## config.mk

```make
export PLATFORM = sky130hd
export DESIGN_NAME = sram_queue_mem
export DESIGN_NICKNAME = d
export VERILOG_FILES = /design/src/sram_queue_pkg.sv /design/src/queue_write_ctrl.sv /design/src/queue_read_ctrl.sv /design/src/queue_occupancy.sv /design/src/lane_fifo.sv /design/src/read_return.sv /design/src/sram_queue_mem.sv
export SDC_FILE = /design/constraint.sdc
export NUM_CORES = 1
export LEC_CHECK = 0
export ABC_AREA = 0
export BUFFER_PORTS_ARGS = -buffer_cell sky130_fd_sc_hd__buf_4
export CORE_AREA = 10 10 481 483
export CTS_CLUSTER_SIZE = 30
export DETAILED_ROUTE_END_ITERATION = 10
export DIE_AREA = 0 0 491 493
export PLACE_DENSITY_LB_ADDON = 0.1
export SYNTH_ARGS = -nofsm -noshare
export SYNTH_HDL_FRONTEND = slang
export SYNTH_SLANG_ARGS = --single-unit
```

## constraint.sdc

```tcl
create_clock -name clk -period 25.5 [get_ports clk]
set_input_delay 3.825 -clock clk [delete_from_list [all_inputs] [get_ports clk]]
set_output_delay 3.825 -clock clk [all_outputs]
set_load 0.01 [all_outputs]
```

## src/sram_queue_pkg.sv

```systemverilog
/* shared widths, queue-id / payload / mask types and the memory word layout
   for the four-queue sram packet buffer */
package sram_queue_pkg;

    localparam int NUM_QUEUES     = 4;
    localparam int QUEUE_ID_WIDTH = 2;
    localparam int PAYLOAD_WIDTH  = 8*32 + 9; // 32 data bytes plus 9 control bits

    // one chip lane carries three 36-bit memory words, so the joined
    // word is wide enough for payload, queue id and the valid flag
    localparam int CHIP_WORD_WIDTH = 36;
    localparam int LANE_WIDTH      = 3*CHIP_WORD_WIDTH;
    localparam int NUM_LANES       = 3;
    localparam int MEM_WORD_WIDTH  = NUM_LANES*LANE_WIDTH;

    localparam int FULL_MARGIN = 5; // full asserts this many words below region size

    //////////////////////////////
    // memory word layout, lsb first
    //////////////////////////////
    localparam int QID_LSB    = PAYLOAD_WIDTH;
    localparam int VALID_BIT  = PAYLOAD_WIDTH + QUEUE_ID_WIDTH;
    localparam int PAD_WIDTH  = MEM_WORD_WIDTH - VALID_BIT - 1;

    typedef logic [QUEUE_ID_WIDTH-1:0] queue_id_t;
    typedef logic [PAYLOAD_WIDTH-1:0]  payload_t;
    typedef logic [NUM_QUEUES-1:0]     queue_mask_t;

endpackage

```

## src/queue_write_ctrl.sv

```systemverilog
/* write side: per-queue write offsets, burst alternation and the
   registered memory write word, address and strobe */
`timescale 1ns/1ps

module queue_write_ctrl
#(
    parameter int ADDR_WIDTH = 19
)
(
    input  logic                                   clk,
    input  logic                                   reset,
    input  logic                                   write_data_valid,
    input  sram_queue_pkg::queue_id_t              write_queue_id,
    input  sram_queue_pkg::payload_t               write_data,
    input  sram_queue_pkg::queue_mask_t            write_full,
    output logic                                   write_taken,
    output sram_queue_pkg::queue_id_t              write_taken_id,
    output logic [sram_queue_pkg::MEM_WORD_WIDTH-1:0] dout,
    output logic [ADDR_WIDTH-1:0]                  dout_addr,
    output logic                                   dout_burst_ready
);

    localparam int OFFSET_WIDTH = ADDR_WIDTH - sram_queue_pkg::QUEUE_ID_WIDTH;

    logic [OFFSET_WIDTH-1:0] write_offset [sram_queue_pkg::NUM_QUEUES];
    logic                    burst_halfway; // second cycle of a burst, no take

    // take decision, seen by occupancy in the same cycle
    assign write_taken    = write_data_valid && !burst_halfway
                            && !write_full[write_queue_id];
    assign write_taken_id = write_queue_id;

    always_ff @(posedge clk)
    begin
        if (reset)
        begin
            burst_halfway    <= 1'b0;
            dout_burst_ready <= 1'b0;
            for (int q = 0; q < sram_queue_pkg::NUM_QUEUES; q++)
                write_offset[q] <= '0; // region base
        end
        else
        begin
            burst_halfway    <= write_taken;
            dout_burst_ready <= write_taken;
            if (write_taken)
                write_offset[write_queue_id] <= write_offset[write_queue_id] + 1'b1; // wraps in region
        end
    end

    // memory word and address, captured on the take
    always_ff @(posedge clk)
    begin
        if (write_taken)
        begin
            dout      <= {{sram_queue_pkg::PAD_WIDTH{1'b0}}, 1'b1, write_queue_id, write_data};
            dout_addr <= {write_queue_id, write_offset[write_queue_id]};
        end
    end

endmodule

```

## src/queue_read_ctrl.sv

```systemverilog
/* read side: per-queue read offsets, burst alternation and the
   registered read request to memory */
`timescale 1ns/1ps

module queue_read_ctrl
#(
    parameter int ADDR_WIDTH = 19
)
(
    input  logic                        clk,
    input  logic                        reset,
    input  logic                        read_data_ready,
    input  sram_queue_pkg::queue_id_t   read_queue_id,
    input  sram_queue_pkg::queue_mask_t read_empty,
    output logic                        read_taken,
    output sram_queue_pkg::queue_id_t   read_taken_id,
    output logic [ADDR_WIDTH-1:0]       din_addr,
    output logic                        din_ready
);

    localparam int OFFSET_WIDTH = ADDR_WIDTH - sram_queue_pkg::QUEUE_ID_WIDTH;

    logic [OFFSET_WIDTH-1:0] read_offset [sram_queue_pkg::NUM_QUEUES];
    logic                    burst_halfway;

    // an empty queue blocks only its own reads
    assign read_taken    = read_data_ready && !burst_halfway && !read_empty[read_queue_id];
    assign read_taken_id = read_queue_id;

    //////////////////////////////
    // pointers and burst state
    //////////////////////////////
    always_ff @(posedge clk)
    begin
        if (reset)
        begin
            burst_halfway <= 1'b0;
            din_ready     <= 1'b0;
            for (int q = 0; q < sram_queue_pkg::NUM_QUEUES; q++)
                read_offset[q] <= '0;
        end
        else
        begin
            burst_halfway <= read_taken; // idle again after one cycle
            din_ready     <= read_taken;
            if (read_taken)
                read_offset[read_queue_id] <= read_offset[read_queue_id] + 1'b1;
        end
    end

    // request address, valid while din_ready is high
    always_ff @(posedge clk)
    begin
        if (read_taken)
            din_addr <= {read_queue_id, read_offset[read_queue_id]};
    end

endmodule

```

## src/queue_occupancy.sv

```systemverilog
/* per-queue word counters fed by both take strobes,
   combinational empty and registered full flags */
`timescale 1ns/1ps

module queue_occupancy
#(
    parameter int ADDR_WIDTH = 19
)
(
    input  logic                        clk,
    input  logic                        reset,
    input  logic                        write_taken,
    input  sram_queue_pkg::queue_id_t   write_taken_id,
    input  logic                        read_taken,
    input  sram_queue_pkg::queue_id_t   read_taken_id,
    output sram_queue_pkg::queue_mask_t read_empty,
    output sram_queue_pkg::queue_mask_t write_full
);

    localparam int OFFSET_WIDTH = ADDR_WIDTH - sram_queue_pkg::QUEUE_ID_WIDTH;
    localparam int COUNT_WIDTH  = OFFSET_WIDTH + 1; // holds a completely full region
    localparam int REGION_SIZE  = 1 << OFFSET_WIDTH;
    localparam logic [COUNT_WIDTH-1:0] FULL_LEVEL =
        COUNT_WIDTH'(REGION_SIZE - sram_queue_pkg::FULL_MARGIN);

    logic [COUNT_WIDTH-1:0] word_count [sram_queue_pkg::NUM_QUEUES];

    always_ff @(posedge clk)
    begin
        if (reset)
        begin
            for (int q = 0; q < sram_queue_pkg::NUM_QUEUES; q++)
            begin
                word_count[q] <= '0;
                write_full[q] <= 1'b0;
            end
        end
        else
        begin
            for (int q = 0; q < sram_queue_pkg::NUM_QUEUES; q++)
            begin
                // a write and a read on the same queue cancel out
                if (write_taken && write_taken_id == q && !(read_taken && read_taken_id == q))
                    word_count[q] <= word_count[q] + 1'b1;
                else if (read_taken && read_taken_id == q && !(write_taken && write_taken_id == q))
                    word_count[q] <= word_count[q] - 1'b1;
                write_full[q] <= (word_count[q] >= FULL_LEVEL); // one cycle behind the count
            end
        end
    end

    always_comb
    begin
        for (int q = 0; q < sram_queue_pkg::NUM_QUEUES; q++)
            read_empty[q] = (word_count[q] == '0);
    end

endmodule

```

## src/lane_fifo.sv

```systemverilog
/* small fall-through fifo for one memory chip lane */
`timescale 1ns/1ps

module lane_fifo
#(
    parameter int LANE_DEPTH_BITS = 2
)
(
    input  logic                                  clk,
    input  logic                                  reset,
    input  logic [sram_queue_pkg::LANE_WIDTH-1:0] din,
    input  logic                                  wr_en,
    input  logic                                  rd_en,
    output logic [sram_queue_pkg::LANE_WIDTH-1:0] dout,
    output logic                                  empty
);

    localparam int DEPTH = 1 << LANE_DEPTH_BITS;

    logic [sram_queue_pkg::LANE_WIDTH-1:0] mem [DEPTH];
    logic [LANE_DEPTH_BITS:0]              wr_ptr; // extra bit tells full from empty
    logic [LANE_DEPTH_BITS:0]              rd_ptr;

    always_ff @(posedge clk)
    begin
        if (reset)
        begin
            wr_ptr <= '0;
            rd_ptr <= '0;
        end
        else
        begin
            if (wr_en)
                wr_ptr <= wr_ptr + 1'b1;
            if (rd_en && !empty)
                rd_ptr <= rd_ptr + 1'b1;
        end
    end

    always_ff @(posedge clk)
    begin
        if (wr_en)
            mem[wr_ptr[LANE_DEPTH_BITS-1:0]] <= din;
    end

    assign empty = (wr_ptr == rd_ptr);
    assign dout  = mem[rd_ptr[LANE_DEPTH_BITS-1:0]]; // head shows without a read

endmodule

```

## src/read_return.sv

```systemverilog
/* deskew of the returned memory word: three lane fifos, joint pop
   once every lane holds data, and unpacking into payload and queue id */
`timescale 1ns/1ps

module read_return
#(
    parameter int LANE_DEPTH_BITS = 2
)
(
    input  logic                                      clk,
    input  logic                                      reset,
    input  logic [sram_queue_pkg::MEM_WORD_WIDTH-1:0] din,
    input  logic [sram_queue_pkg::NUM_LANES-1:0]      din_valid,
    output sram_queue_pkg::payload_t                  read_data,
    output sram_queue_pkg::queue_id_t                 read_data_queue_id,
    output logic                                      read_data_valid
);

    localparam int LW = sram_queue_pkg::LANE_WIDTH;

    logic [sram_queue_pkg::MEM_WORD_WIDTH-1:0] joined_word;
    logic [sram_queue_pkg::NUM_LANES-1:0]      lane_empty;
    logic                                      pop_all;

    for (genvar i = 0; i < sram_queue_pkg::NUM_LANES; i++)
    begin : g_lane
        lane_fifo #(.LANE_DEPTH_BITS(LANE_DEPTH_BITS)) u_lane_fifo (
            .clk   (clk),
            .reset (reset),
            .din   (din[i*LW +: LW]),
            .wr_en (din_valid[i]),
            .rd_en (pop_all),
            .dout  (joined_word[i*LW +: LW]),
            .empty (lane_empty[i])
        );
    end

    assign pop_all = ~|lane_empty; // no back-pressure, pop as soon as all lanes are in

    assign read_data          = joined_word[sram_queue_pkg::PAYLOAD_WIDTH-1:0];
    assign read_data_queue_id = joined_word[sram_queue_pkg::QID_LSB +: sram_queue_pkg::QUEUE_ID_WIDTH];
    assign read_data_valid    = pop_all && joined_word[sram_queue_pkg::VALID_BIT];

endmodule

```

## src/sram_queue_mem.sv

```systemverilog
/* top level of the four-queue sram packet buffer, write and read
   controllers, occupancy tracker and read return path */
`timescale 1ns/1ps

module sram_queue_mem
#(
    parameter int ADDR_WIDTH      = 19,
    parameter int LANE_DEPTH_BITS = 2
)
(
    input  logic                                      clk,
    input  logic                                      reset,
    // write side
    input  logic                                      write_data_valid,
    input  sram_queue_pkg::queue_id_t                 write_queue_id,
    input  sram_queue_pkg::payload_t                  write_data,
    output logic                                      write_taken,
    output sram_queue_pkg::queue_mask_t               write_full,
    // read side
    input  logic                                      read_data_ready,
    input  sram_queue_pkg::queue_id_t                 read_queue_id,
    output logic                                      read_taken,
    output sram_queue_pkg::queue_mask_t               read_empty,
    output sram_queue_pkg::payload_t                  read_data,
    output sram_queue_pkg::queue_id_t                 read_data_queue_id,
    output logic                                      read_data_valid,
    // sram write
    output logic [sram_queue_pkg::MEM_WORD_WIDTH-1:0] dout,
    output logic [ADDR_WIDTH-1:0]                     dout_addr,
    output logic                                      dout_burst_ready,
    // sram read
    output logic [ADDR_WIDTH-1:0]                     din_addr,
    output logic                                      din_ready,
    input  logic [sram_queue_pkg::MEM_WORD_WIDTH-1:0] din,
    input  logic [sram_queue_pkg::NUM_LANES-1:0]      din_valid
);

    sram_queue_pkg::queue_id_t write_taken_id;
    sram_queue_pkg::queue_id_t read_taken_id;

    queue_write_ctrl #(.ADDR_WIDTH(ADDR_WIDTH)) u_write_ctrl (
        .clk (clk), .reset (reset),
        .write_data_valid (write_data_valid), .write_queue_id (write_queue_id),
        .write_data (write_data), .write_full (write_full),
        .write_taken (write_taken), .write_taken_id (write_taken_id),
        .dout (dout), .dout_addr (dout_addr), .dout_burst_ready (dout_burst_ready)
    );

    queue_read_ctrl #(.ADDR_WIDTH(ADDR_WIDTH)) u_read_ctrl (
        .clk (clk), .reset (reset),
        .read_data_ready (read_data_ready), .read_queue_id (read_queue_id),
        .read_empty (read_empty),
        .read_taken (read_taken), .read_taken_id (read_taken_id),
        .din_addr (din_addr), .din_ready (din_ready)
    );

    queue_occupancy #(.ADDR_WIDTH(ADDR_WIDTH)) u_occupancy (
        .clk (clk), .reset (reset),
        .write_taken (write_taken), .write_taken_id (write_taken_id),
        .read_taken (read_taken), .read_taken_id (read_taken_id),
        .read_empty (read_empty), .write_full (write_full)
    );

    read_return #(.LANE_DEPTH_BITS(LANE_DEPTH_BITS)) u_read_return (
        .clk (clk), .reset (reset),
        .din (din), .din_valid (din_valid),
        .read_data (read_data), .read_data_queue_id (read_data_queue_id),
        .read_data_valid (read_data_valid)
    );

endmodule

```

==> results.yml <==
status:
  outcome: "finished, final reports clean"
synthesis:
  syn-instance-count: 3055
  synth.largest_area_cell: "sky130_fd_sc_hd__edfxtp_1"
  synth-edff-count: 1583
  fraction_of_post_synthesis_cell_area_in_the_top_cell_type_by_area: 0.769
  synth_area_mm2: 0.0618
  synthFlopType: "sky130_fd_sc_hd__edfxtp_1"
  ff_latch_count_synth: 1613
  ys_top_cells_by_area: "sky130_fd_sc_hd__edfxtp_1, sky130_fd_sc_hd__mux4_2, sky130_fd_sc_hd__nor2_1"
  synth_seq_area_share: 0.779
  yosys_warnings: 0
  async_reset_ff_frac: 0
  synth_cell_types: 76
  synthesis.area_per_instance_um2: 20.2
route:
  routed_via_density: 4.51
  total_length_of_routed_wires_um: 234000
  route.antenna.remaining_nets: 0
  drt_first_iter_violations: 2161
  wl_per_cell_um: 31.3
  vias: 33700
  drt-pass1-iter-count: 5
  detail_route.drc_violations: 0
clocking:
  post_cts.repair.setup_buffers: 0
  max_h_tree_level: 4
  postCtsResizedCells: 0
  hold_buffers: 0
  cts_tree: "done"
  worst_setup_hold_path_clk_slew_ns: 0.05
  ctsLongestPathBuffers: 3
  clock_insertion_delay_worst_skew_ns: 0.82
  cts_made_buffers: 190
  clkSinkCount: 1613
  cts.root.buffer_cell: "sky130_fd_sc_hd__clkbuf_16"
timing:
  setup_repair_after_global_routing_missed_its_margin: "no"
  clock-skew-final_ns: 0.0370
  final_setup_viols: 0
  relSlewSlack: 0.275
  drv_slew: 0
  final.period_utilization: 0.374
  clock.fmax_ghz: 0.105
  post-route-min-period_ns: 9.55
  finalHoldWorstSlack_ns: 0.539
  hold_violations: 0
  timing.setup.tns_ns: 0
  tightest_slew_ns: 1.09
setup_path:
  worst-setup-path-type: "in -> out"
  worstPathMaxFanout: 44
  worst_setup_path_start_kind: "input pin"
  worst-endpoint-required_ns: 21.67
  critPathCaptureType: "output port"
  worst-endpoint-arrival_ns: 5.72
power:
  post-layout-total-power_mw: 6.45
  comb_power_share: 0.107
  cellPowerDensity_mw_per_mm2: 80.8
  p_int_mw: 4.88
  total_switching_power_mw: 1.57
  clockPowerShare: 0.406
  static_leakage_power_nw: 28.0
  switching_share: 0.243
  maximum_vdd_drop_uv: 55.6
  share_seq_of_total_power: 0.487
die:
  dieWidth_um: 491
  start_util: 0.279
  io_pins: 1242
  placementRows: 173
  core_region_area_mm2: 0.221
  fp.dieArea_mm2: 0.242
  die_h_um: 493
placement:
  dp.cells: 7086
  dpl-instance-area_mm2: 0.0737
  gp_congestion: 1.05
  port_buffers: 1128
  detail_placement_hpwl_um: 175000
global_route:
  grt_first_pass_wirelength_um: 312000
  grt_start_max_net_pins: 110
  gr-usage-all-layers: 0.186
  first_global_vias: 35100
  grt_antenna_before_repair: 96
  grt_overflow: 0
final_layout:
  final_design_area_no_fill_mm2: 0.0798
  number_of_fill_cells_in_the_layout: 20900
  final_layout_size_suffix_gt1_frac: 0.398
  final_net_count: 4973
  finish.cell_count_without_fillers: 7463
  layout-area-overhead-vs-synth_pct: 29.1
job:
  maxCapViolCount: 0
worst_hold_path:
  worst_hold_path_type: "reg -> reg"
-- placed cells by master, fill, tap and decap left out, types with 17 or more instances in the layout --
cell type,count
sky130_fd_sc_hd__edfxtp_1,1583
sky130_fd_sc_hd__buf_4,1168
sky130_fd_sc_hd__mux4_2,303
sky130_fd_sc_hd__nor2_1,247
sky130_fd_sc_hd__clkbuf_16,194
sky130_fd_sc_hd__nand2_1,73
sky130_fd_sc_hd__ha_1,67
sky130_fd_sc_hd__conb_1,57
sky130_fd_sc_hd__nor3_1,48
sky130_fd_sc_hd__a21oi_1,46
sky130_fd_sc_hd__clkbuf_1,45
sky130_fd_sc_hd__o21ai_0,42
sky130_fd_sc_hd__xnor2_1,42
sky130_fd_sc_hd__clkinv_1,41
sky130_fd_sc_hd__inv_1,40
sky130_fd_sc_hd__xor2_1,40
sky130_fd_sc_hd__diode_2,37
sky130_fd_sc_hd__nand3_1,35
sky130_fd_sc_hd__clkinv_2,31
sky130_fd_sc_hd__dfxtp_1,24
sky130_fd_sc_hd__a21o_1,21
sky130_fd_sc_hd__nand4_1,19
sky130_fd_sc_hd__nor4_1,17
sky130_fd_sc_hd__a211oi_1,17
-- registers in the layout, indices dropped and copies added (netlist names), named ones only --
name                                     cells
u_write_ctrl.write_offset                   68
u_write_ctrl.dout_burst_ready                1
u_read_return.g_lane.u_lane_fifo.wr_ptr      9
u_occupancy.word_count                      72
u_occupancy.write_full                       4
u_read_return.g_lane.u_lane_fifo.mem      1072
u_read_ctrl.din_addr                        19
u_write_ctrl.dout_addr                      19
u_read_return.g_lane.u_lane_fifo.rd_ptr      9
u_read_ctrl.din_ready                        1
u_write_ctrl.dout                          265
u_read_ctrl.read_offset                     68
-- worst paths after layout --
kind / from / end / slack (ns) / cells past startpoint
max reg2reg: u_occupancy.word_count[0][18]$_SDFFCE_PN0P_ / u_occupancy.word_count[0][30]$_SDFFCE_PN0P_ / 20.33 / 12
max: write_queue_id[0] / write_taken / 15.95 / 5
min: u_read_return.g_lane[0].u_lane_fifo.rd_ptr[2]$_SDFFE_PP0P_ / u_read_return.g_lane[0].u_lane_fifo.rd_ptr[2]$_SDFFE_PP0P_ / 0.54 / 2
min reg2reg: u_read_return.g_lane[0].u_lane_fifo.rd_ptr[2]$_SDFFE_PP0P_ / u_read_return.g_lane[0].u_lane_fifo.rd_ptr[2]$_SDFFE_PP0P_ / 0.54 / 2
-- metrics by stage --
stage	worst slack [ns]	util
after global routing	15.82	0.360
after detailed placement	15.87	0.333
after floorplan	5.29	-
after CTS	15.88	0.360
after global placement	15.88	0.333
final	15.95	0.360
-- kinds of logic (layout without fill, tap and decap cells) --
kind of cell               after synthesis  count (layout)  synth area share
other                                    2              94          0.000122
DFF                                   1613            1613             0.779
and+or+nand+nor                        544             544            0.0415
buffers and inverters                  211            1552            0.0169
adders and majority gates               70              70            0.0145
AOI/OAI and AO/OA                      215             215            0.0236
xor gates and xnor gates                82              82            0.0116
muxes                                  318             318             0.113
-- power groups by stage --
stage               Combinational [mW]  Clock (mW)  Sequential (mW)
CTS                              0.715        2.72             3.14
detailed placement               0.713           0             3.20
finish                           0.689        2.62             3.14
global placement                 0.714           0             3.19
global route                     0.744        2.82             3.15
floorplan                        0.293           0             3.20
-- critical path, stage by stage --
cell and delay (ns):
sky130_fd_sc_hd__buf_4 0.38, sky130_fd_sc_hd__mux4_2 0.61, sky130_fd_sc_hd__nor2_4 0.11, sky130_fd_sc_hd__buf_4 0.52
sky130_fd_sc_hd__buf_4 0.24
-- synthesized netlist by cell type (4+ instances only) --
master                      number
sky130_fd_sc_hd__a211oi_1       17
sky130_fd_sc_hd__a21o_1         21
sky130_fd_sc_hd__edfxtp_1     1583
sky130_fd_sc_hd__ha_1           67
sky130_fd_sc_hd__nor3b_1         5
sky130_fd_sc_hd__buf_1          37
sky130_fd_sc_hd__clkbuf_1       58
sky130_fd_sc_hd__and2_1         22
sky130_fd_sc_hd__or3_1           8
sky130_fd_sc_hd__o31ai_1         4
sky130_fd_sc_hd__nor3_1         49
sky130_fd_sc_hd__a21oi_1        47
sky130_fd_sc_hd__nand2b_1       13
sky130_fd_sc_hd__inv_1          40
sky130_fd_sc_hd__xor2_1         40
sky130_fd_sc_hd__a221oi_1       10
sky130_fd_sc_hd__buf_4          61
sky130_fd_sc_hd__and3_1         10
sky130_fd_sc_hd__mux4_2        303
sky130_fd_sc_hd__o211ai_1        8
sky130_fd_sc_hd__or2_2           8
sky130_fd_sc_hd__nand4_1        19
sky130_fd_sc_hd__mux2i_1        13
sky130_fd_sc_hd__a211o_1         4
sky130_fd_sc_hd__dfxtp_1        30
sky130_fd_sc_hd__buf_2          12
sky130_fd_sc_hd__and4_1         10
sky130_fd_sc_hd__nand2_1        73
sky130_fd_sc_hd__o21ai_0        44
sky130_fd_sc_hd__nor2b_1        11
sky130_fd_sc_hd__o21a_1          8
sky130_fd_sc_hd__a2bb2oi_1       4
sky130_fd_sc_hd__a31oi_1         8
sky130_fd_sc_hd__nor2_1        249
sky130_fd_sc_hd__nor4_1         17
sky130_fd_sc_hd__or4_1           5
sky130_fd_sc_hd__nand3_1        35
sky130_fd_sc_hd__xnor2_1        42
sky130_fd_sc_hd__o221ai_1        4
sky130_fd_sc_hd__a22oi_1         5
-- metal layers --
layer	global-route usage	vias up	share of wire
met5	0	-	0.0028
met4	0.0388	104	0.024
met3	0.0847	361	0.099
met2	0.326	1147	0.51
li1	-	14800	-
met1	0.207	17200	0.37
-- final cells by class --
class | count | area [um2] | share of cell area
Antenna cell | 37 | 92.6 | 0.00116
Clock buffer | 241 | 5050 | 0.0633
Clock inverter | 99 | 935 | 0.0117
Inverter | 42 | 159 | 0.00199
Multi-Input combinational cell | 1286 | 12900 | 0.162
Sequential cell | 1613 | 48200 | 0.603
Tap cell | 2975 | 3720 | 0.0466
Timing Repair Buffer | 1170 | 8810 | 0.110
No activity file was read; power rests on OpenSTA's default activity.
